## src/hw/armIsaPkg.sv

```systemverilog
package armIsaPkg;

  // Bits 27:26 of the instruction word
  typedef enum logic [1:0] {
    dataProc  = 2'b00,
    memory    = 2'b01,
    branch    = 2'b10,
    undefined = 2'b11
  } instrClassT;

  typedef enum logic [3:0] {
    opAnd = 4'b0000,
    opEor = 4'b0001,
    opSub = 4'b0010,
    opRsb = 4'b0011,
    opAdd = 4'b0100,
    opAdc = 4'b0101,
    opSbc = 4'b0110,
    opRsc = 4'b0111,
    opTst = 4'b1000,
    opTeq = 4'b1001,
    opCmp = 4'b1010,
    opCmn = 4'b1011,
    opOrr = 4'b1100,
    opMov = 4'b1101,
    opBic = 4'b1110,
    opMvn = 4'b1111
  } dpOpcodeT;

  typedef enum logic [3:0] {
    condEq, condNe, condCs, condCc, condMi, condPl, condVs, condVc,
    condHi, condLs, condGe, condLt, condGt, condLe, condAl, condNv
  } condCodeT;

  localparam int CondHi      = 31;
  localparam int CondLo      = 28;
  localparam int ClassHi     = 27;
  localparam int ClassLo     = 26;
  localparam int ImmBit      = 25;  // I flag
  localparam int OpHi        = 24;
  localparam int OpLo        = 21;
  localparam int SBit        = 20;  // S for data processing, L for load/store
  localparam int RnHi        = 19;
  localparam int RnLo        = 16;
  localparam int RdHi        = 15;
  localparam int RdLo        = 12;
  localparam int ShiftRegBit = 4;   // Shift amount taken from a register
  localparam int RmHi        = 3;
  localparam int RmLo        = 0;

endpackage

```

## src/hw/pipeCtrlPkg.sv

```systemverilog
package pipeCtrlPkg;

  // Source of an operand in Execute
  typedef enum logic [1:0] {
    fwdNone = 2'b00,  // Register file read
    fwdWb   = 2'b01,  // Result in Writeback
    fwdMem  = 2'b10   // ALU result in Memory
  } fwdSelT;

  // Register index width, r0 to r15
  localparam int RegIdxW = 4;

endpackage
```

## src/hw/armCtrlTop.sv

```systemverilog
module armCtrlTop import armIsaPkg::*, pipeCtrlPkg::*; #(
  parameter int RegIdxW = pipeCtrlPkg::RegIdxW
) (
  input  logic        clk,
  input  logic        arstN,
  input  logic [31:0] instrD,
  input  logic [3:0]  aluFlagsE,
  input  logic        memBusy,
  output logic [1:0]  regSrcD,
  output logic [1:0]  immSrcD,
  output logic        aluSrcE,
  output dpOpcodeT    aluControlE,
  output logic        branchTakenE,
  output logic        carryInE,
  output logic        memWriteM,
  output logic        memToRegW,
  output logic        regWriteW,
  output logic        pcSrcW,
  output fwdSelT      forwardAE,
  output fwdSelT      forwardBE,
  output logic        stallF,
  output logic        stallD,
  output logic        flushD
);

  logic               aluSrcD;
  logic               memToRegD;
  logic               regWriteD;
  logic               memWriteD;
  logic               branchD;
  dpOpcodeT           aluControlD;
  logic [1:0]         flagWriteD;
  logic               noWriteD;
  logic               pcSrcD;
  logic [RegIdxW-1:0] rdD;
  logic [RegIdxW-1:0] ra1D;
  logic [RegIdxW-1:0] ra2D;
  logic [RegIdxW-1:0] ra1E;
  logic [RegIdxW-1:0] ra2E;
  logic [RegIdxW-1:0] wa3E;
  logic [RegIdxW-1:0] wa3M;
  logic [RegIdxW-1:0] wa3W;
  logic               memToRegE;
  logic               regWriteM;
  logic               pcWrPendingF;
  logic               stallE;
  logic               stallM;
  logic               flushE;
  logic               flushW;

  // Branch reads PC, STR reads Rd as its store data
  assign ra1D = regSrcD[0] ? RegIdxW'(15) : RegIdxW'(instrD[RnHi:RnLo]);
  assign ra2D = regSrcD[1] ? RegIdxW'(instrD[RdHi:RdLo]) : RegIdxW'(instrD[RmHi:RmLo]);
  assign rdD  = RegIdxW'(instrD[RdHi:RdLo]);

  instrDecoder instrDecoder_inst (
    .instrD      (instrD),
    .instrClass  (),
    .regSrcD     (regSrcD),
    .immSrcD     (immSrcD),
    .aluSrcD     (aluSrcD),
    .memToRegD   (memToRegD),
    .regWriteD   (regWriteD),
    .memWriteD   (memWriteD),
    .branchD     (branchD),
    .aluControlD (aluControlD),
    .flagWriteD  (flagWriteD),
    .noWriteD    (noWriteD),
    .pcSrcD      (pcSrcD)
  );

  pipeController #(.RegIdxW(RegIdxW)) pipeController_inst (
    .clk          (clk),
    .arstN        (arstN),
    .aluSrcD      (aluSrcD),
    .memToRegD    (memToRegD),
    .regWriteD    (regWriteD),
    .memWriteD    (memWriteD),
    .branchD      (branchD),
    .aluControlD  (aluControlD),
    .flagWriteD   (flagWriteD),
    .noWriteD     (noWriteD),
    .pcSrcD       (pcSrcD),
    .rdD          (rdD),
    .ra1D         (ra1D),
    .ra2D         (ra2D),
    .condD        (condCodeT'(instrD[CondHi:CondLo])),
    .aluFlagsE    (aluFlagsE),
    .stallE       (stallE),
    .stallM       (stallM),
    .flushE       (flushE),
    .flushW       (flushW),
    .aluSrcE      (aluSrcE),
    .aluControlE  (aluControlE),
    .branchTakenE (branchTakenE),
    .carryInE     (carryInE),
    .memToRegE    (memToRegE),
    .memWriteM    (memWriteM),
    .memToRegM    (),
    .regWriteM    (regWriteM),
    .memToRegW    (memToRegW),
    .regWriteW    (regWriteW),
    .pcSrcW       (pcSrcW),
    .wa3E         (wa3E),
    .wa3M         (wa3M),
    .wa3W         (wa3W),
    .ra1E         (ra1E),
    .ra2E         (ra2E),
    .pcWrPendingF (pcWrPendingF)
  );

  hazardUnit #(.RegIdxW(RegIdxW)) hazardUnit_inst (
    .ra1D         (ra1D),
    .ra2D         (ra2D),
    .ra1E         (ra1E),
    .ra2E         (ra2E),
    .wa3E         (wa3E),
    .wa3M         (wa3M),
    .wa3W         (wa3W),
    .regWriteM    (regWriteM),
    .regWriteW    (regWriteW),
    .memToRegE    (memToRegE),
    .branchTakenE (branchTakenE),
    .pcWrPendingF (pcWrPendingF),
    .pcSrcW       (pcSrcW),
    .memBusy      (memBusy),
    .forwardAE    (forwardAE),
    .forwardBE    (forwardBE),
    .stallF       (stallF),
    .stallD       (stallD),
    .stallE       (stallE),
    .stallM       (stallM),
    .flushD       (flushD),
    .flushE       (flushE),
    .flushW       (flushW)
  );

endmodule

```

## src/hw/condUnit.sv

```systemverilog
module condUnit import armIsaPkg::*; (
  input  logic       clk,
  input  logic       arstN,
  input  logic       enable,
  input  condCodeT   condE,
  input  logic [3:0] aluFlagsE,
  input  logic [1:0] flagWriteE,
  output logic       condExE,
  output logic       carryInE
);

  logic [3:0] flags;  // {N, Z, C, V}
  logic       neg;
  logic       zero;
  logic       carry;
  logic       overflow;
  logic       ge;

  assign {neg, zero, carry, overflow} = flags;
  assign ge = (neg == overflow);

  always_comb begin
    case (condE)
      condEq:  condExE = zero;
      condNe:  condExE = ~zero;
      condCs:  condExE = carry;
      condCc:  condExE = ~carry;
      condMi:  condExE = neg;
      condPl:  condExE = ~neg;
      condVs:  condExE = overflow;
      condVc:  condExE = ~overflow;
      condHi:  condExE = carry & ~zero;
      condLs:  condExE = ~carry | zero;
      condGe:  condExE = ge;
      condLt:  condExE = ~ge;
      condGt:  condExE = ~zero & ge;
      condLe:  condExE = zero | ~ge;
      condAl:  condExE = 1'b1;
      default: condExE = 1'b0;  // NV never executes
    endcase
  end

  // Written as the instruction leaves Execute
  always_ff @(posedge clk or negedge arstN) begin
    if (!arstN) begin
      flags <= 4'b0000;
    end else if (enable) begin
      if (condExE && flagWriteE[1])
        flags[3:2] <= aluFlagsE[3:2];
      if (condExE && flagWriteE[0])
        flags[1:0] <= aluFlagsE[1:0];
    end
  end

  assign carryInE = carry;  // For ADC, SBC and RSC

endmodule

```

## src/hw/hazardUnit.sv

```systemverilog
module hazardUnit import pipeCtrlPkg::*; #(
  parameter int RegIdxW = pipeCtrlPkg::RegIdxW
) (
  input  logic [RegIdxW-1:0] ra1D,
  input  logic [RegIdxW-1:0] ra2D,
  input  logic [RegIdxW-1:0] ra1E,
  input  logic [RegIdxW-1:0] ra2E,
  input  logic [RegIdxW-1:0] wa3E,
  input  logic [RegIdxW-1:0] wa3M,
  input  logic [RegIdxW-1:0] wa3W,
  input  logic               regWriteM,
  input  logic               regWriteW,
  input  logic               memToRegE,
  input  logic               branchTakenE,
  input  logic               pcWrPendingF,
  input  logic               pcSrcW,
  input  logic               memBusy,
  output fwdSelT             forwardAE,
  output fwdSelT             forwardBE,
  output logic               stallF,
  output logic               stallD,
  output logic               stallE,
  output logic               stallM,
  output logic               flushD,
  output logic               flushE,
  output logic               flushW
);

  logic ldStall;

  // Newest producer wins
  function automatic fwdSelT pickFwd(input logic [RegIdxW-1:0] src);
    if (regWriteM && (src == wa3M))
      return fwdMem;
    else if (regWriteW && (src == wa3W))
      return fwdWb;
    else
      return fwdNone;
  endfunction

  always_comb begin
    forwardAE = pickFwd(ra1E);
    forwardBE = pickFwd(ra2E);
  end

  // Load result not ready before M
  assign ldStall = memToRegE & ((wa3E == ra1D) | (wa3E == ra2D));

  assign stallF = ldStall | pcWrPendingF | memBusy;
  assign stallD = ldStall | memBusy;
  assign stallE = memBusy;
  assign stallM = memBusy;

  assign flushD = (pcWrPendingF | pcSrcW | branchTakenE) & ~memBusy;
  assign flushE = ldStall | branchTakenE;  // Ignored while E holds
  assign flushW = memBusy;                 // Bubble while M waits on memory

endmodule

```

## src/hw/instrDecoder.sv

```systemverilog
module instrDecoder import armIsaPkg::*; (
  input  logic [31:0] instrD,
  output instrClassT  instrClass,
  output logic [1:0]  regSrcD,
  output logic [1:0]  immSrcD,
  output logic        aluSrcD,
  output logic        memToRegD,
  output logic        regWriteD,
  output logic        memWriteD,
  output logic        branchD,
  output dpOpcodeT    aluControlD,
  output logic [1:0]  flagWriteD,
  output logic        noWriteD,
  output logic        pcSrcD
);

  logic [9:0] controls;
  logic       aluOpD;
  logic       sBit;
  logic       arithOp;
  dpOpcodeT   opcode;

  assign instrClass = instrClassT'(instrD[ClassHi:ClassLo]);
  assign opcode     = dpOpcodeT'(instrD[OpHi:OpLo]);
  assign sBit       = instrD[SBit];

  // Main decoder
  // {regSrc, immSrc, aluSrc, memToReg, regWrite, memWrite, branch, aluOp}
  always_comb begin
    case (instrClass)
      dataProc: begin
        if (instrD[ImmBit])
          controls = 10'b00_00_1_0_1_0_0_1;
        else if (instrD[ShiftRegBit])
          controls = 10'b00_00_0_0_0_0_0_0;  // Shift by register or multiply
        else
          controls = 10'b00_00_0_0_1_0_0_1;
      end
      memory: begin
        if (instrD[ImmBit])
          controls = 10'b00_00_0_0_0_0_0_0;  // Register offset not supported
        else if (instrD[SBit])
          controls = 10'b00_01_1_1_1_0_0_0;  // LDR
        else
          controls = 10'b10_01_1_0_0_1_0_0;  // STR reads Rd as second source
      end
      branch:  controls = 10'b01_10_1_0_0_0_1_0;  // PC as first source
      default: controls = 10'b00_00_0_0_0_0_0_0;
    endcase
  end

  assign {regSrcD, immSrcD, aluSrcD, memToRegD,
          regWriteD, memWriteD, branchD, aluOpD} = controls;

  // ALU decoder
  assign arithOp = opcode inside {opAdd, opSub, opRsb, opAdc, opSbc, opRsc, opCmp, opCmn};

  always_comb begin
    if (aluOpD) begin
      aluControlD   = opcode;
      flagWriteD[1] = sBit;            // N and Z
      flagWriteD[0] = sBit & arithOp;  // C and V only from the adder
    end else begin
      aluControlD = opAdd;  // Address and branch target
      flagWriteD  = 2'b00;
    end
  end

  // Compare and test set flags only
  assign noWriteD = aluOpD & (opcode inside {opTst, opTeq, opCmp, opCmn});

  assign pcSrcD = branchD |
                  (regWriteD & ~noWriteD & (instrD[RdHi:RdLo] == 4'hF));

endmodule

```

## src/hw/pipeController.sv

```systemverilog
module pipeController import armIsaPkg::*; #(
  parameter int RegIdxW = pipeCtrlPkg::RegIdxW
) (
  input  logic               clk,
  input  logic               arstN,
  input  logic               aluSrcD,
  input  logic               memToRegD,
  input  logic               regWriteD,
  input  logic               memWriteD,
  input  logic               branchD,
  input  dpOpcodeT           aluControlD,
  input  logic [1:0]         flagWriteD,
  input  logic               noWriteD,
  input  logic               pcSrcD,
  input  logic [RegIdxW-1:0] rdD,
  input  logic [RegIdxW-1:0] ra1D,
  input  logic [RegIdxW-1:0] ra2D,
  input  condCodeT           condD,
  input  logic [3:0]         aluFlagsE,
  input  logic               stallE,
  input  logic               stallM,
  input  logic               flushE,
  input  logic               flushW,
  output logic               aluSrcE,
  output dpOpcodeT           aluControlE,
  output logic               branchTakenE,
  output logic               carryInE,
  output logic               memToRegE,
  output logic               memWriteM,
  output logic               memToRegM,
  output logic               regWriteM,
  output logic               memToRegW,
  output logic               regWriteW,
  output logic               pcSrcW,
  output logic [RegIdxW-1:0] wa3E,
  output logic [RegIdxW-1:0] wa3M,
  output logic [RegIdxW-1:0] wa3W,
  output logic [RegIdxW-1:0] ra1E,
  output logic [RegIdxW-1:0] ra2E,
  output logic               pcWrPendingF
);

  logic       regWriteE;
  logic       memWriteE;
  logic       branchE;
  logic       pcSrcE;
  logic       noWriteE;
  logic [1:0] flagWriteE;
  condCodeT   condE;
  logic       condExE;
  logic       regWriteGatedE;
  logic       memWriteGatedE;
  logic       pcSrcGatedE;
  logic       pcSrcM;

  // Execute control, a flush inserts a bubble
  always_ff @(posedge clk or negedge arstN) begin
    if (!arstN) begin
      {regWriteE, memWriteE, memToRegE, branchE, pcSrcE, noWriteE} <= 6'b0;
      flagWriteE <= 2'b00;
    end else if (!stallE) begin
      if (flushE) begin
        {regWriteE, memWriteE, memToRegE, branchE, pcSrcE, noWriteE} <= 6'b0;
        flagWriteE <= 2'b00;
      end else begin
        {regWriteE, memWriteE, memToRegE, branchE, pcSrcE, noWriteE} <=
          {regWriteD, memWriteD, memToRegD, branchD, pcSrcD, noWriteD};
        flagWriteE <= flagWriteD;
      end
    end
  end

  // Execute selects and register indices
  always_ff @(posedge clk or negedge arstN) begin
    if (!arstN) begin
      aluSrcE     <= 1'b0;
      aluControlE <= opAnd;
      condE       <= condEq;
      wa3E        <= '0;
      ra1E        <= '0;
      ra2E        <= '0;
    end else if (!stallE) begin
      aluSrcE     <= aluSrcD;
      aluControlE <= aluControlD;
      condE       <= condD;
      wa3E        <= rdD;
      ra1E        <= ra1D;
      ra2E        <= ra2D;
    end
  end

  condUnit condUnit_inst (
    .clk        (clk),
    .arstN      (arstN),
    .enable     (~stallE),
    .condE      (condE),
    .aluFlagsE  (aluFlagsE),
    .flagWriteE (flagWriteE),
    .condExE    (condExE),
    .carryInE   (carryInE)
  );

  assign branchTakenE   = branchE & condExE;
  assign regWriteGatedE = regWriteE & condExE & ~noWriteE;
  assign memWriteGatedE = memWriteE & condExE;
  assign pcSrcGatedE    = pcSrcE & condExE;

  always_ff @(posedge clk or negedge arstN) begin
    if (!arstN) begin
      {memWriteM, memToRegM, regWriteM, pcSrcM} <= 4'b0;
      wa3M <= '0;
    end else if (!stallM) begin
      {memWriteM, memToRegM, regWriteM, pcSrcM} <=
        {memWriteGatedE, memToRegE, regWriteGatedE, pcSrcGatedE};
      wa3M <= wa3E;
    end
  end

  // Writeback never stalls
  always_ff @(posedge clk or negedge arstN) begin
    if (!arstN) begin
      {memToRegW, regWriteW, pcSrcW} <= 3'b0;
      wa3W <= '0;
    end else begin
      if (flushW)
        {memToRegW, regWriteW, pcSrcW} <= 3'b0;
      else
        {memToRegW, regWriteW, pcSrcW} <= {memToRegM, regWriteM, pcSrcM};
      wa3W <= wa3M;
    end
  end

  // Ungated in E, resolved once the condition is known in M
  assign pcWrPendingF = pcSrcD | pcSrcE | pcSrcM;

endmodule

```

## config.mk

```make
export PLATFORM = sky130hd
export DESIGN_NAME = armCtrlTop
export DESIGN_NICKNAME = d
export VERILOG_FILES = /design/src/hw/armIsaPkg.sv /design/src/hw/pipeCtrlPkg.sv /design/src/hw/armCtrlTop.sv /design/src/hw/condUnit.sv /design/src/hw/hazardUnit.sv /design/src/hw/instrDecoder.sv /design/src/hw/pipeController.sv
export SDC_FILE = /design/constraint.sdc
export NUM_CORES = 1
export LEC_CHECK = 0
export ABC_AREA = 1
export BUFFER_PORTS_ARGS = -buffer_cell sky130_fd_sc_hd__clkbuf_2
export CAP_MARGIN = 25
export CORE_AREA = 2 2 72 74
export CTS_BUF_LIST = sky130_fd_sc_hd__clkbuf_2 sky130_fd_sc_hd__clkbuf_4 sky130_fd_sc_hd__clkbuf_8
export DETAILED_ROUTE_END_ITERATION = 8
export DIE_AREA = 0 0 74 76
export GPL_TIMING_DRIVEN = 0
export PLACE_DENSITY = 0.78
export REMOVE_ABC_BUFFERS = 1
export SLEW_MARGIN = 40
export SYNTH_ARGS = -nofsm -noshare
export SYNTH_HDL_FRONTEND = slang
export SYNTH_SLANG_ARGS = --single-unit
```

## constraint.sdc

```tcl
create_clock -name clk -period 1.9 [get_ports clk]
set_input_delay 0.38 -clock clk [delete_from_list [all_inputs] [get_ports clk]]
set_output_delay 0.38 -clock clk [all_outputs]
set_load 0.1 [all_outputs]
```

After elaboration in Yosys (flattened, before gate mapping)
Index checks and enable logic that the tools add are counted.
- input bits: 39
- register bits: 48
- bitwise gates (word level): 33
- multiplexer cells: 24
- reductions and logical operators: 12
- eq/ne operators: 34
- operators with widths (kind ; count):
    $eq 4x4->1 const B ; 12
    $eq 4x3->1 const B ; 8
    $mux 10 ; 3
    $pmux 10 s3 ; 1
    $eq 4x4->1 ; 6
    $eq 4x2->1 const B ; 4
    $mux 4 ; 4
    $pmux 1 s15 ; 1
    $and 1x1->1 ; 13
    $or 1x1->1 ; 12
    $mux 1 ; 11
    $mux 2 ; 4
    $not 1->1 ; 8
    $reduce_bool 8->1 ; 1
    $logic_and 1x1->1 ; 6
    $eq 4x1->1 const B ; 1
    $logic_not 4->1 ; 1
    $reduce_and 2->1 ; 2
    $reduce_bool 4->1 ; 1
    $eq 2x1->1 const B ; 1
    $eq 2x2->1 const B ; 1
    $logic_not 2->1 ; 1
    $eq 1x1->1 ; 1

Longest topological paths before layout
Gate-level depths: netlist of the first run.
- word-level depth: 13
- gate-level depth with buffers: 13

Hierarchy
A second synthesis of the first run with hierarchy kept.
- cell total of the unflattened synthesis: 418
- area, all modules: 2786.4 sq um
- by module, submodules not included (module ; area an instance (sq um) ; times used ; cells each):
    pipeController ; 1647.8 ; 1 ; 176
    hazardUnit ; 484.2 ; 1 ; 108
    condUnit ; 384.1 ; 1 ; 74
    instrDecoder ; 196.4 ; 1 ; 43
    armCtrlTop ; 73.8 ; 1 ; 17

Worst setup path before layout of the first run
OpenSTA, ideal clock, no wires.
- path type: in2out
- start point: input instrD[27]
- end point: output flushD
- slack: -3.190 ns
- arrival: 4.710 ns
- data required time: 1.520 ns
- stages on the path: 9
- path buffers: 0
- path through: nor3_1 > nand2_1 > nand2_1 > nand4_1 > nand2_1 > nor2_1 > nand2_1 > nor2_1 > a21oi_1
- longest elaborated chain between the ends: 12
- ends and longest elaborated chain (what ; line ; RTL):
    start, declared ; armCtrlTop.sv:6 ; input logic [31:0] instrD,
    $eq 2x2->1, or another cell as far along ; instrDecoder.sv:30 ; case (instrClass)
    $pmux 10 s3 (*) ; instrDecoder.sv:30 ;
    $and 1x1->1 ; instrDecoder.sv:70 ; assign noWriteD = aluOpD & (opcode inside {opTst, opTeq, opCmp, opCmn});
    $not 1->1 ; instrDecoder.sv:73 ; (regWriteD & ~noWriteD & (instrD[RdHi:RdLo] == 4'hF));
    $and 1x1->1 (2 in series) ; instrDecoder.sv:73 ;
    $or 1x1->1 (*) ; instrDecoder.sv:72 ; assign pcSrcD = branchD |
    $or 1x1->1 (*) (2 in series) ; pipeController.sv:134 ; assign pcWrPendingF = pcSrcD | pcSrcE | pcSrcM;
    $or 1x1->1 (*) (2 in series) ; hazardUnit.sv:54 ; assign flushD = (pcWrPendingF | pcSrcW | branchTakenE) & ~memBusy;
    $and 1x1->1 (*) ; hazardUnit.sv:54 ;
    end, declared ; armCtrlTop.sv:23 ; output logic flushD
Every way passes the cells marked *; elsewhere a longest branch is shown, timed or not.

Worst setup path after layout of the first run
- start point: register pipeController_inst.condUnit_inst.flags[3]
- end point: output flushD
- longest elaborated chain between the ends: 7
- ends and longest elaborated chain (what ; line ; RTL):
    start, declared ; condUnit.sv:12 ; logic [3:0] flags;
    start signal, assigned ; condUnit.sv:49 ; flags[3:2] <= aluFlagsE[3:2];
    $eq 1x1->1 ; condUnit.sv:20 ; assign ge = (neg == overflow);
    $not 1->1 ; condUnit.sv:35, condUnit.sv:37 ;
    $or 1x1->1 ; condUnit.sv:37 ; condLe: condExE = zero | ~ge;
    $pmux 1 s15 (*) ; condUnit.sv:23 ; case (condE)
    $and 1x1->1 (*) ; pipeController.sv:103 ; assign branchTakenE = branchE & condExE;
    $or 1x1->1 (*) ; hazardUnit.sv:54 ;
    $and 1x1->1 (*) ; hazardUnit.sv:54 ;
Marks and branches as above.

==> impl_metrics.env, run 1 <==
export IMPL_cts_hold_buffers=0
export IMPL_finish_utilization_pct=72.9
export IMPL_ir_worst_vdd_v=0.000662
export IMPL_cp_required_ns=1.52
export IMPL_ys_ff_latch=48
export IMPL_yosysTopAreaCell="dfrtp_1"
export IMPL_dr_wl_met2_mm=3.56
export IMPL_min_period_ns=2.26
export IMPL_clk_latency_ns=0.30
export IMPL_antenna_cells=0
export IMPL_clockBufferDepth=2
export IMPL_post_route_period_util_pct=119
export IMPL_area_growth_pct=36.2
export IMPL_gr_total_overflow=0
export IMPL_routed_via_density=5.16
export IMPL_track_usage_pct=22.9
export IMPL_nFillCells=359
export IMPL_worstPathCellList="inv_2, nand2_2, nand2_2, nand2_1, nand2_1, nand2_1, o21ai_1, nor2_1, nand2_2, nand2_4, a21oi_4, buf_12"
export IMPL_antenna_found_initial=0
export IMPL_grt_pass1_vias=2373
export IMPL_regArea_um2=1200
export IMPL_p_int_w=0.00210
export IMPL_dr_pass1_iters=5
export IMPL_drc_errors=0
export IMPL_finalHoldViolCount=0
export IMPL_coreArea_um2=4910
export IMPL_place_gp_congestion=0.860
export IMPL_max_stage_delay_ns=0.42
export IMPL_fin_ws_ns=-0.359
export IMPL_cts_sinks=48
export IMPL_ios=61
export IMPL_p_leak_nw=1.87
export IMPL_root_buffer="clkbuf_8"
export IMPL_die_h_um=76
export IMPL_hpwl_mm=4.13
export IMPL_cp_max_fo=4
export IMPL_most_common_layout_cells="82 x nand2_1, 45 x dfrtp_1, 41 x inv_1"
export IMPL_dr_wl_met3_um=350
export IMPL_worst_slew_pin_slew_ns=0.662
export IMPL_cts_made_buffers=5
export IMPL_max_cap_viol_count=0
export IMPL_p_sw_w=0.00108
export IMPL_tritoncts="yes"
export IMPL_syn_inst=351
export IMPL_clock_power_share_pct=31.6
export IMPL_synthTopCellsByArea="dfrtp_1 46%, nand2_1 13%, inv_1 7.6%"
export IMPL_yosysWarnings=0
export IMPL_violations="setup timing"
export IMPL_wl_mm=6.86
export IMPL_drt_iter0_drc=175
export IMPL_syn_avg_cell_area_um2=7.49
export IMPL_rows=26
export IMPL_ys_types=29
export IMPL_total_power_w=0.00319
export IMPL_status="finished, violations left"
export IMPL_antenna_left=0
export IMPL_cts_max_level=2
export IMPL_final_common_cell="nand2_1"
export IMPL_power_frac_comb_pct=29.7
export IMPL_grt_start_max_net_pins=49
export IMPL_die_x_um=74
export IMPL_die_area_um2=5620
export IMPL_syn_area_um2=2630
export IMPL_drive_gt1_share_pct=34.0
export IMPL_relSlewSlack_pct=55.9
export IMPL_slowest_stage="dfrtp_1"
export IMPL_hold_path_class="in2async"
export IMPL_end_kind="primary output"
export IMPL_io_buffer_count=53
export IMPL_power_density_nw_per_um2=890
export IMPL_finalClockSkew_ns=0.00824
export IMPL_p_seq_share_pct=38.7
export IMPL_fmax_mhz=443
export IMPL_initial_core_util_pct=53.5
export IMPL_critPathKind="reg2out"
export IMPL_top_layer="met4"
export IMPL_grt_pass1_wl_mm=10.2
export IMPL_synth_top_area_share_pct=45.7
export IMPL_final_max_slew_violation_count=0
export IMPL_setup_viol=8
export IMPL_multi_input_area_um2=1310
export IMPL_ys_seq_area_share_pct=45.7
export IMPL_startpoint_type="register"
export IMPL_cp_arrival_ns=1.88
export IMPL_sw_frac_of_total_pct=34.0
export IMPL_wire_per_inst_um=13.9
export IMPL_wl_met1_mm=2.85
export IMPL_nets=461
export IMPL_path_clk_slew_ns=0.09
export IMPL_rsz0062_at_grt="true"
export IMPL_vias=2545
[cell type report]
| type | count | area share [%] |
|---|---|---|
| clock buffers | 5 | 1.92 |
| multi-input cells | 237 | 36.5 |
| repair buffers | 75 | 17.0 |
| clock inverters | 3 | 2.52 |
| inverters | 55 | 6.05 |
| well taps | 70 | 2.45 |
| flip-flops and latches | 48 | 33.7 |
[path summary, 6_finish.rpt]
kind,from,to,slack [ns],cells after the start
worst max register to register,pipeController_inst.condUnit_inst.flags[3]$_DFFE_PN0P_,pipeController_inst.condUnit_inst.flags[3]$_DFFE_PN0P_,0.09,14
min in group clk,instrD[29],pipeController_inst.condE[1]$_DFFE_PN0N_,0.29,3
worst max-delay path,pipeController_inst.condUnit_inst.flags[3]$_DFFE_PN0P_,flushD,-0.36,12
worst min register to register,pipeController_inst.wa3M[0]$_DFFE_PN0N_,pipeController_inst.wa3W[0]$_DFF_PN0_,0.44,0
worst min-delay path,arstN,pipeController_inst.wa3E[2]$_DFFE_PN0N_,0.13,1
max in group asynchronous,arstN,pipeController_inst.wa3M[0]$_DFFE_PN0N_,1.30,1
[critical path, delay by kind of cell (launching register included)]
family | cells | cell delay (ns)
compound gates | 2 | 0.26
buf+inv | 2 | 0.26
flops | 1 | 0.42
simple gates | 8 | 0.62
[synthesized netlist by cell type]
cell type  count
a2111oi_0      1
o21ai_1        1
nand4_1        6
dfrtp_1       48
o31ai_1        1
clkbuf_1       8
a211oi_1       2
nor4_1         1
nand2_2        4
o22ai_1        4
inv_1         53
o21bai_1       1
nor2_4         2
xnor2_1        2
nand2_4        4
a22o_1         2
inv_2          1
a21oi_1       10
a31oi_1        1
o21ai_2        6
nor3_1         4
clkinv_1       1
o21ai_0       29
buf_4          3
xor2_1         5
o2111ai_1      1
nand3_1       30
nor2_1        29
nand2_1       91
[through the flow]
stage	TNS [ns]	setup slack [ns]	std cells	hold slack [ns]	area, µm²
finish	-1.83	-0.359	493	0.126	3580
global route	-2.66	-0.434	493	0.176	3580
CTS	-1.72	-0.325	478	0.154	3310
detailed placement	-7.37	-0.869	463	0.450	2930
global placement	-19.70	-1.33	463	0.451	2930
floorplan	-18.75	-3.19	340	0.0844	2570
[what timing repair did]
item | 4_1_cts | 5_1_grt
setup buffers | 7 | 15
gates resized for setup | 38 | 53
pin swaps | 4 | 17
setup endpoints to repair | 8 | 8
[power groups by stage]
stage	clock network, W	logic, W	registers, W
floorplan	0	0.000420	0.00134
global placement	0	0.000701	0.00123
detailed placement	0	0.000717	0.00124
CTS	0.00101	0.000803	0.00121
global route	0.00105	0.00101	0.00125
finish	0.00101	0.000948	0.00123
[layer usage]
layer | vias to the layer above | GRT usage [%]
met5 | - | 0
met4 | 0 | 9.09
met3 | 13 | 4.37
met2 | 79 | 37.7
met1 | 1192 | 29.3
li1 | 1261 | -
[logic make-up after synthesis]
kind of cell / Yosys count / share of synthesized area (%)
DFF: 48 / 45.7
buffers and inverters: 66 / 9.86
and+or+nand+nor: 171 / 28.8
AOI/OAI and AO/OA: 59 / 13.3
xor gates and xnor gates: 7 / 2.33
[sequential cells by signal (all words and copies together) (netlist names), 2 cells and up]
register / cells
pipeController_inst.aluControlE: 4
pipeController_inst.wa3W: 4
pipeController_inst.flagWriteE: 2
pipeController_inst.ra1E: 4
pipeController_inst.condE: 4
pipeController_inst.wa3E: 4
pipeController_inst.wa3M: 4
pipeController_inst.ra2E: 4
pipeController_inst.condUnit_inst.flags: 4
Power figures use the tool's default switching activity.
==> inputs of run 2 (changes only) <==
Settings changed: ABC_AREA 1 to not set, CELL_PAD_IN_SITES_DETAIL_PLACEMENT set to 1, CELL_PAD_IN_SITES_GLOBAL_PLACEMENT set to 1, CORE_AREA 2 2 72 74 to 2 2 82 84, DIE_AREA 0 0 74 76 to 0 0 84 86, PLACE_DENSITY 0.78 to 0.76.
==> run 2 against run 1 <==
  * The flow still finishes with violations (setup timing)
  * Wire length rose by 10%
  * Sequential cell count did not move
  * Core utilization fell by 16 points
  * Via count fell by 13%
  * Non-clock buffer count rose by 9
  * Die area rose by 28%
  * Register-to-register slack got worse by 0.59 ns
==> impl_metrics.env, run 2 <==
export IMPL_status="finished, violations left"
export IMPL_violations="setup timing"
export IMPL_final_max_slew_violation_count=0
export IMPL_fin_ws_ns=-1.04
export IMPL_hold_path_class="in2async"
export IMPL_cp_required_ns=1.52
export IMPL_place_gp_congestion=0.792
export IMPL_relSlewSlack_pct=52.7
export IMPL_critPathKind="reg2out"
export IMPL_nets=365
export IMPL_area_growth_pct=36.9
export IMPL_ys_ff_latch=48
export IMPL_dpl_worst_slack_ns=-1.49
export IMPL_cp_arrival_ns=2.56
export IMPL_grt_pass1_wl_mm=11.5
export IMPL_max_stage_delay_ns=0.44
export IMPL_gr_total_overflow=0
export IMPL_grt_use_met3_pct=3.27
export IMPL_synth_async_reset_ratio_pct=100
export IMPL_yosysWarnings=0
export IMPL_hpwl_mm=4.25
export IMPL_ios=61
export IMPL_synthMuxAreaShare_pct=10.4
export IMPL_antenna_cells=0
export IMPL_tritoncts="yes"
export IMPL_cts_max_level=2
export IMPL_die_h_um=86
export IMPL_io_buffer_count=53
export IMPL_ys_types=50
export IMPL_synth_common_cells="48 x dfrtp_1, 20 x nand2_1, 17 x xor2_1"
export IMPL_antenna_found_initial=0
export IMPL_worstPathCellList="and4_1, a31oi_1, o41ai_1, o221a_2, or3_4, or4_4, clkbuf_16"
export IMPL_wl_mm=7.57
export IMPL_path_clk_slew_ns=0.08
export IMPL_finalClockSkew_ns=0.0120
export IMPL_grt_start_max_net_pins=63
export IMPL_clk_latency_ns=0.31
export IMPL_syn_inst=254
export IMPL_synth_compound_area_share_pct=11.7
export IMPL_yosysTopAreaCell="dfrtp_1"
export IMPL_drc_errors=0
export IMPL_coreArea_um2=6280
export IMPL_synthAdderAreaFrac_pct=0
export IMPL_dr_pass1_iters=4
export IMPL_drt_iter0_drc=138
export IMPL_die_area_um2=7220
export IMPL_slowest_stage="or4_4"
export IMPL_synth_simple_area_share_pct=17.9
export IMPL_setup_tns_ns=-8.36
export IMPL_gr_usage_met2_pct=35.1
export IMPL_ir_worst_vdd_v=0.000369
export IMPL_root_buffer="clkbuf_8"
export IMPL_initial_core_util_pct=41.3
export IMPL_fmax_mhz=340
export IMPL_post_route_period_util_pct=155
export IMPL_track_usage_pct=20.0
export IMPL_use_met1_pct=25.5
export IMPL_antenna_left=0
export IMPL_startpoint_type="register"
export IMPL_top_usage_layer="met2"
export IMPL_die_x_um=84
export IMPL_path_buf_inv=1
export IMPL_synth_top_area_share_pct=46.4
export IMPL_drive_gt1_share_pct=44.8
export IMPL_vias=2208
export IMPL_synthTopCellsByArea="dfrtp_1 46%, mux2_2 6.5%, xor2_1 5.7%"
export IMPL_cts_sinks=48
export IMPL_rows=29
export IMPL_worst_slew_pin_slew_ns=0.709
export IMPL_syn_avg_cell_area_um2=10.2
export IMPL_power_density_nw_per_um2=836
export IMPL_synth_edf_count=0
export IMPL_syn_area_um2=2590
export IMPL_most_common_layout_cells="39 x dfrtp_1, 38 x clkbuf_2, 23 x buf_4"
export IMPL_final_common_cell="dfrtp_1"
export IMPL_min_period_ns=2.94
export IMPL_max_cap_viol_count=0
export IMPL_cts_made_buffers=5
export IMPL_grt_pass1_vias=2302
export IMPL_synth_top_family_by_area="simple AND/OR/NAND/NOR gates"
export IMPL_finalHoldViolCount=0
export IMPL_wire_per_inst_um=18.8
export IMPL_p_leak_nw=1.62
export IMPL_routed_via_density=5.48
export IMPL_clockBufferDepth=2
export IMPL_ys_flop_type="dfrtp_1"
export IMPL_cp_top_family="simple AND/OR/NAND/NOR gates"
export IMPL_synth_xor_xnor_area_share_pct=7.77
export IMPL_cp_max_fo=3
export IMPL_cts_hold_buffers=0
export IMPL_ys_seq_area_share_pct=46.4
export IMPL_end_kind="primary output"
export IMPL_rsz0062_at_grt="true"
export IMPL_synth_most_common_cell="dfrtp_1"
export IMPL_setup_viol=23
## run 2: cell count changes in the layout (fill, tap and decap cells not counted), sizes merged, moves of 6 or more
cell   before  now
inv        54   13
xor2        5   17
mux2i       0   10
o21ai      36   11
nand2      99   20
nor2b       0    7
nor3        4   10
mux2        0   15
nor2       31   12
buf        28   38
nand3      30    5
## run 2: layer usage
layer | vias to the layer above | wire length (µm)
li1 | 1038 | -
met1 | 1114 | 3330
met2 | 49 | 3910
met3 | 7 | 249
met4 | 0 | 81
met5 | - | 0
## run 2: logic make-up (layout without fill, tap and decap cells)
family / after synthesis / count (layout)
and+or+nand+nor: 84 / 84
DFF: 48 / 48
AOI/OAI and AO/OA: 42 / 42
buffers and inverters: 32 / 104
muxes: 25 / 25
xor gates and xnor gates: 23 / 23
## run 2: path summary, 6_finish.rpt
check / slack (ns) / startpoint / cells past startpoint / endpoint
setup / recovery: -1.04 / pipeController_inst.wa3E[2]$_DFFE_PN0N_ / 7 / stallF
hold reg to reg: 0.46 / pipeController_inst.wa3M[2]$_DFFE_PN0N_ / 0 / pipeController_inst.wa3W[2]$_DFF_PN0_
min in group clk: 0.30 / instrD[21] / 3 / pipeController_inst.aluControlE[0]$_DFFE_PN0N_
setup reg to reg: -0.50 / pipeController_inst.condE[1]$_DFFE_PN0N_ / 7 / pipeController_inst.condUnit_inst.flags[1]$_DFFE_PN0P_
hold / removal: 0.12 / arstN / 1 / pipeController_inst.wa3E[2]$_DFFE_PN0N_
max in group asynchronous: 1.29 / arstN / 1 / pipeController_inst.wa3M[2]$_DFFE_PN0N_
## run 2: what timing repair did
action                     in CTS  in global routing
hold endpoints to repair        0                  0
setup buffers                  21                 10
resized for setup              52                 29
gates cloned                    0                  0
pin swaps                      12                 11
setup endpoints to repair      24                 25
## run 2: power by group
group / internal (W) / switching [W]
registers: 0.00114 / 0.000158
logic: 0.000405 / 0.000585
clock network: 0.000325 / 0.000353
total: 0.00187 / 0.00110
## run 2: layout make-up
class / instances / area [µm²]
Timing Repair Buffer: 84 / 692
Fill cell: 707 / 2730
Multi-Input combinational cell: 174 / 1400
Clock buffer: 7 / 96.3
Tap cell: 77 / 96.3
Sequential cell: 48 / 1210
Inverter: 13 / 51.3
## run 2: per-stage QoR
step                util, %  power (W)  cells  area [µm²]  hold slack [ns]
finish                 56.5    0.00297    403        3550            0.123
CTS                    53.8    0.00286    393        3380            0.148
global placement       45.4    0.00199    365        2850            0.441
floorplan                 -    0.00181    235        2490           0.0844
detailed placement     45.5    0.00202    365        2860            0.447
global route           56.5    0.00309    403        3550            0.164
==> inputs of run 3 (changes only) <==
Clock period 1.9 ns to 3 ns, I/O delays scaled along.
==> run 3 against run 2 <==
  * The run still ends with setup timing left
  * Sequential power is 37% lower
  * First-iteration DRC count is 18% lower
  * Hold slack better by 0.22 ns
  * Non-clock buffer count is 21 lower
  * Die area stayed put
  * Combinational power is 50% lower
  * Sequential share of layout area is 3.7 points higher
  * Critical path type is now in2out
==> impl_metrics.env, run 3 (synthesis gave the netlist of run 2 again) <==
export IMPL_antenna_cells=0
export IMPL_drc_errors=0
export IMPL_hpwl_mm=4.25
export IMPL_relSlewSlack_pct=53.7
export IMPL_startpoint_type="primary input"
export IMPL_fmax_mhz=301
export IMPL_gr_total_overflow=0
export IMPL_cp_arrival_ns=2.72
export IMPL_drt_iter0_drc=113
export IMPL_wire_per_inst_um=16.0
export IMPL_path_clk_slew_ns=0.08
export IMPL_rr_worst_depth=6
export IMPL_finalHoldViolCount=0
export IMPL_place_gp_congestion=0.792
export IMPL_grt_pass1_vias=2138
export IMPL_hold_path_class="in2async"
export IMPL_max_cap_viol_count=0
export IMPL_end_kind="primary output"
export IMPL_critPathKind="in2out"
export IMPL_area_growth_pct=22.7
export IMPL_finalClockSkew_ns=0.00507
export IMPL_antenna_found_initial=0
export IMPL_routed_via_density=5.41
export IMPL_antenna_left=0
export IMPL_fin_ws_ns=-0.319
export IMPL_root_buffer="clkbuf_8"
export IMPL_cts_max_level=2
export IMPL_finish_utilization_pct=50.6
export IMPL_status="finished, violations left"
export IMPL_io_buffer_count=53
export IMPL_die_x_um=84
export IMPL_final_max_slew_violation_count=0
export IMPL_most_common_layout_cells="46 x dfrtp_1, 45 x clkbuf_2, 20 x nand2_1"
export IMPL_vias=2065
export IMPL_cts_made_buffers=5
export IMPL_coreArea_um2=6280
export IMPL_final_common_cell="dfrtp_1"
export IMPL_wl_mm=6.10
export IMPL_setup_viol=2
export IMPL_nets=344
export IMPL_dr_pass1_iters=4
export IMPL_worst_slew_pin_slew_ns=0.695
export IMPL_post_route_period_util_pct=111
export IMPL_initial_core_util_pct=41.3
export IMPL_violations="setup timing"
export IMPL_cts_sinks=48
export IMPL_rows=29
export IMPL_clk_latency_ns=0.30
export IMPL_track_usage_pct=17.8
export IMPL_p_leak_nw=1.49
export IMPL_cp_required_ns=2.40
export IMPL_ios=61
export IMPL_drive_gt1_share_pct=34.8
export IMPL_min_period_ns=3.32
export IMPL_die_h_um=86
export IMPL_power_density_nw_per_um2=543
export IMPL_rsz0062_at_grt="true"
export IMPL_dpl_worst_slack_ns=-0.828
export IMPL_grt_start_max_net_pins=63
export IMPL_grt_pass1_wl_mm=10.3
export IMPL_cp_max_fo=4
export IMPL_ir_worst_vdd_v=0.000237
export IMPL_clockBufferDepth=2
export IMPL_die_area_um2=7220
export IMPL_tritoncts="yes"
run 3: cell types whose count changed in the layout (fill, tap and decap cells not counted), moves of 4 or more:
cell / change
dfrtp_2: -7
clkbuf_2: +7
buf_4: -17
dfrtp_1: +7
buf_6: -4
run 3: path summary, 6_finish.rpt:
kind,startpoint,endpoint,slack [ns]
hold / removal,arstN,pipeController_inst.wa3E[2]$_DFFE_PN0N_,0.34
setup / recovery,instrD[25],stallF,-0.32
min in group clk,pipeController_inst.wa3M[3]$_DFFE_PN0N_,pipeController_inst.wa3W[3]$_DFF_PN0_,0.47
max in group asynchronous,arstN,pipeController_inst.condE[2]$_DFFE_PN0N_,2.18
setup reg to reg,pipeController_inst.condE[1]$_DFFE_PN0N_,pipeController_inst.condUnit_inst.flags[0]$_DFFE_PN0P_,0.72
hold reg to reg,pipeController_inst.wa3M[3]$_DFFE_PN0N_,pipeController_inst.wa3W[3]$_DFF_PN0_,0.47
run 3: cell type report:
cell class / instances / area (µm²)
fillers: 726 / 3100
multi-input cells: 174 / 1300
flip-flops and latches: 48 / 1200
repair buffers: 63 / 434
clock buffers: 7 / 96.3
well taps: 77 / 96.3
inverters: 13 / 48.8
run 3: per-stage QoR:
step	TNS (ns)	total power [W]	area (µm²)	cells	hold WS, ns
CTS	-0.599	0.00173	3110	380	0.367
detailed placement	-1.29	0.00128	2860	365	0.447
finish	-0.602	0.00173	3180	382	0.343
floorplan	-21.38	0.00114	2490	235	0.304
global placement	-1.20	0.00126	2850	365	0.441
global route	-0.683	0.00182	3180	382	0.387
run 3: timing repair:
action                                  CTS  global route
buffers inserted                          8             5
hold buffers                              0             0
hold endpoints to repair                  0             0
pin swaps                                 4             3
resized for setup                        18            16
endpoints found under the setup margin    4             4
run 3: critical path: stages:
cell       delay, ns
buf_8           0.10
or4b_4          0.59
mux2i_2         0.19
o221ai_2        0.18
a211oi_2        0.07
or3_4           0.35
or4_4           0.43
clkbuf_16       0.21
run 3: power by group:
part	total, W	internal, W	switching, W
clock network	0.000419	0.000206	0.000214
logic	0.000494	0.000188	0.000306
registers	0.000814	0.000720	0.0000940
total	0.00173	0.00111	0.000614
run 3: metal layers:
layer  track usage, %  wire length, µm  up-vias
li1                 -                -      999
met1             23.6             2810     1020
met2             30.2             3020       39
met3             2.98              189        7
met4             5.28               85        0
met5                0                0        -
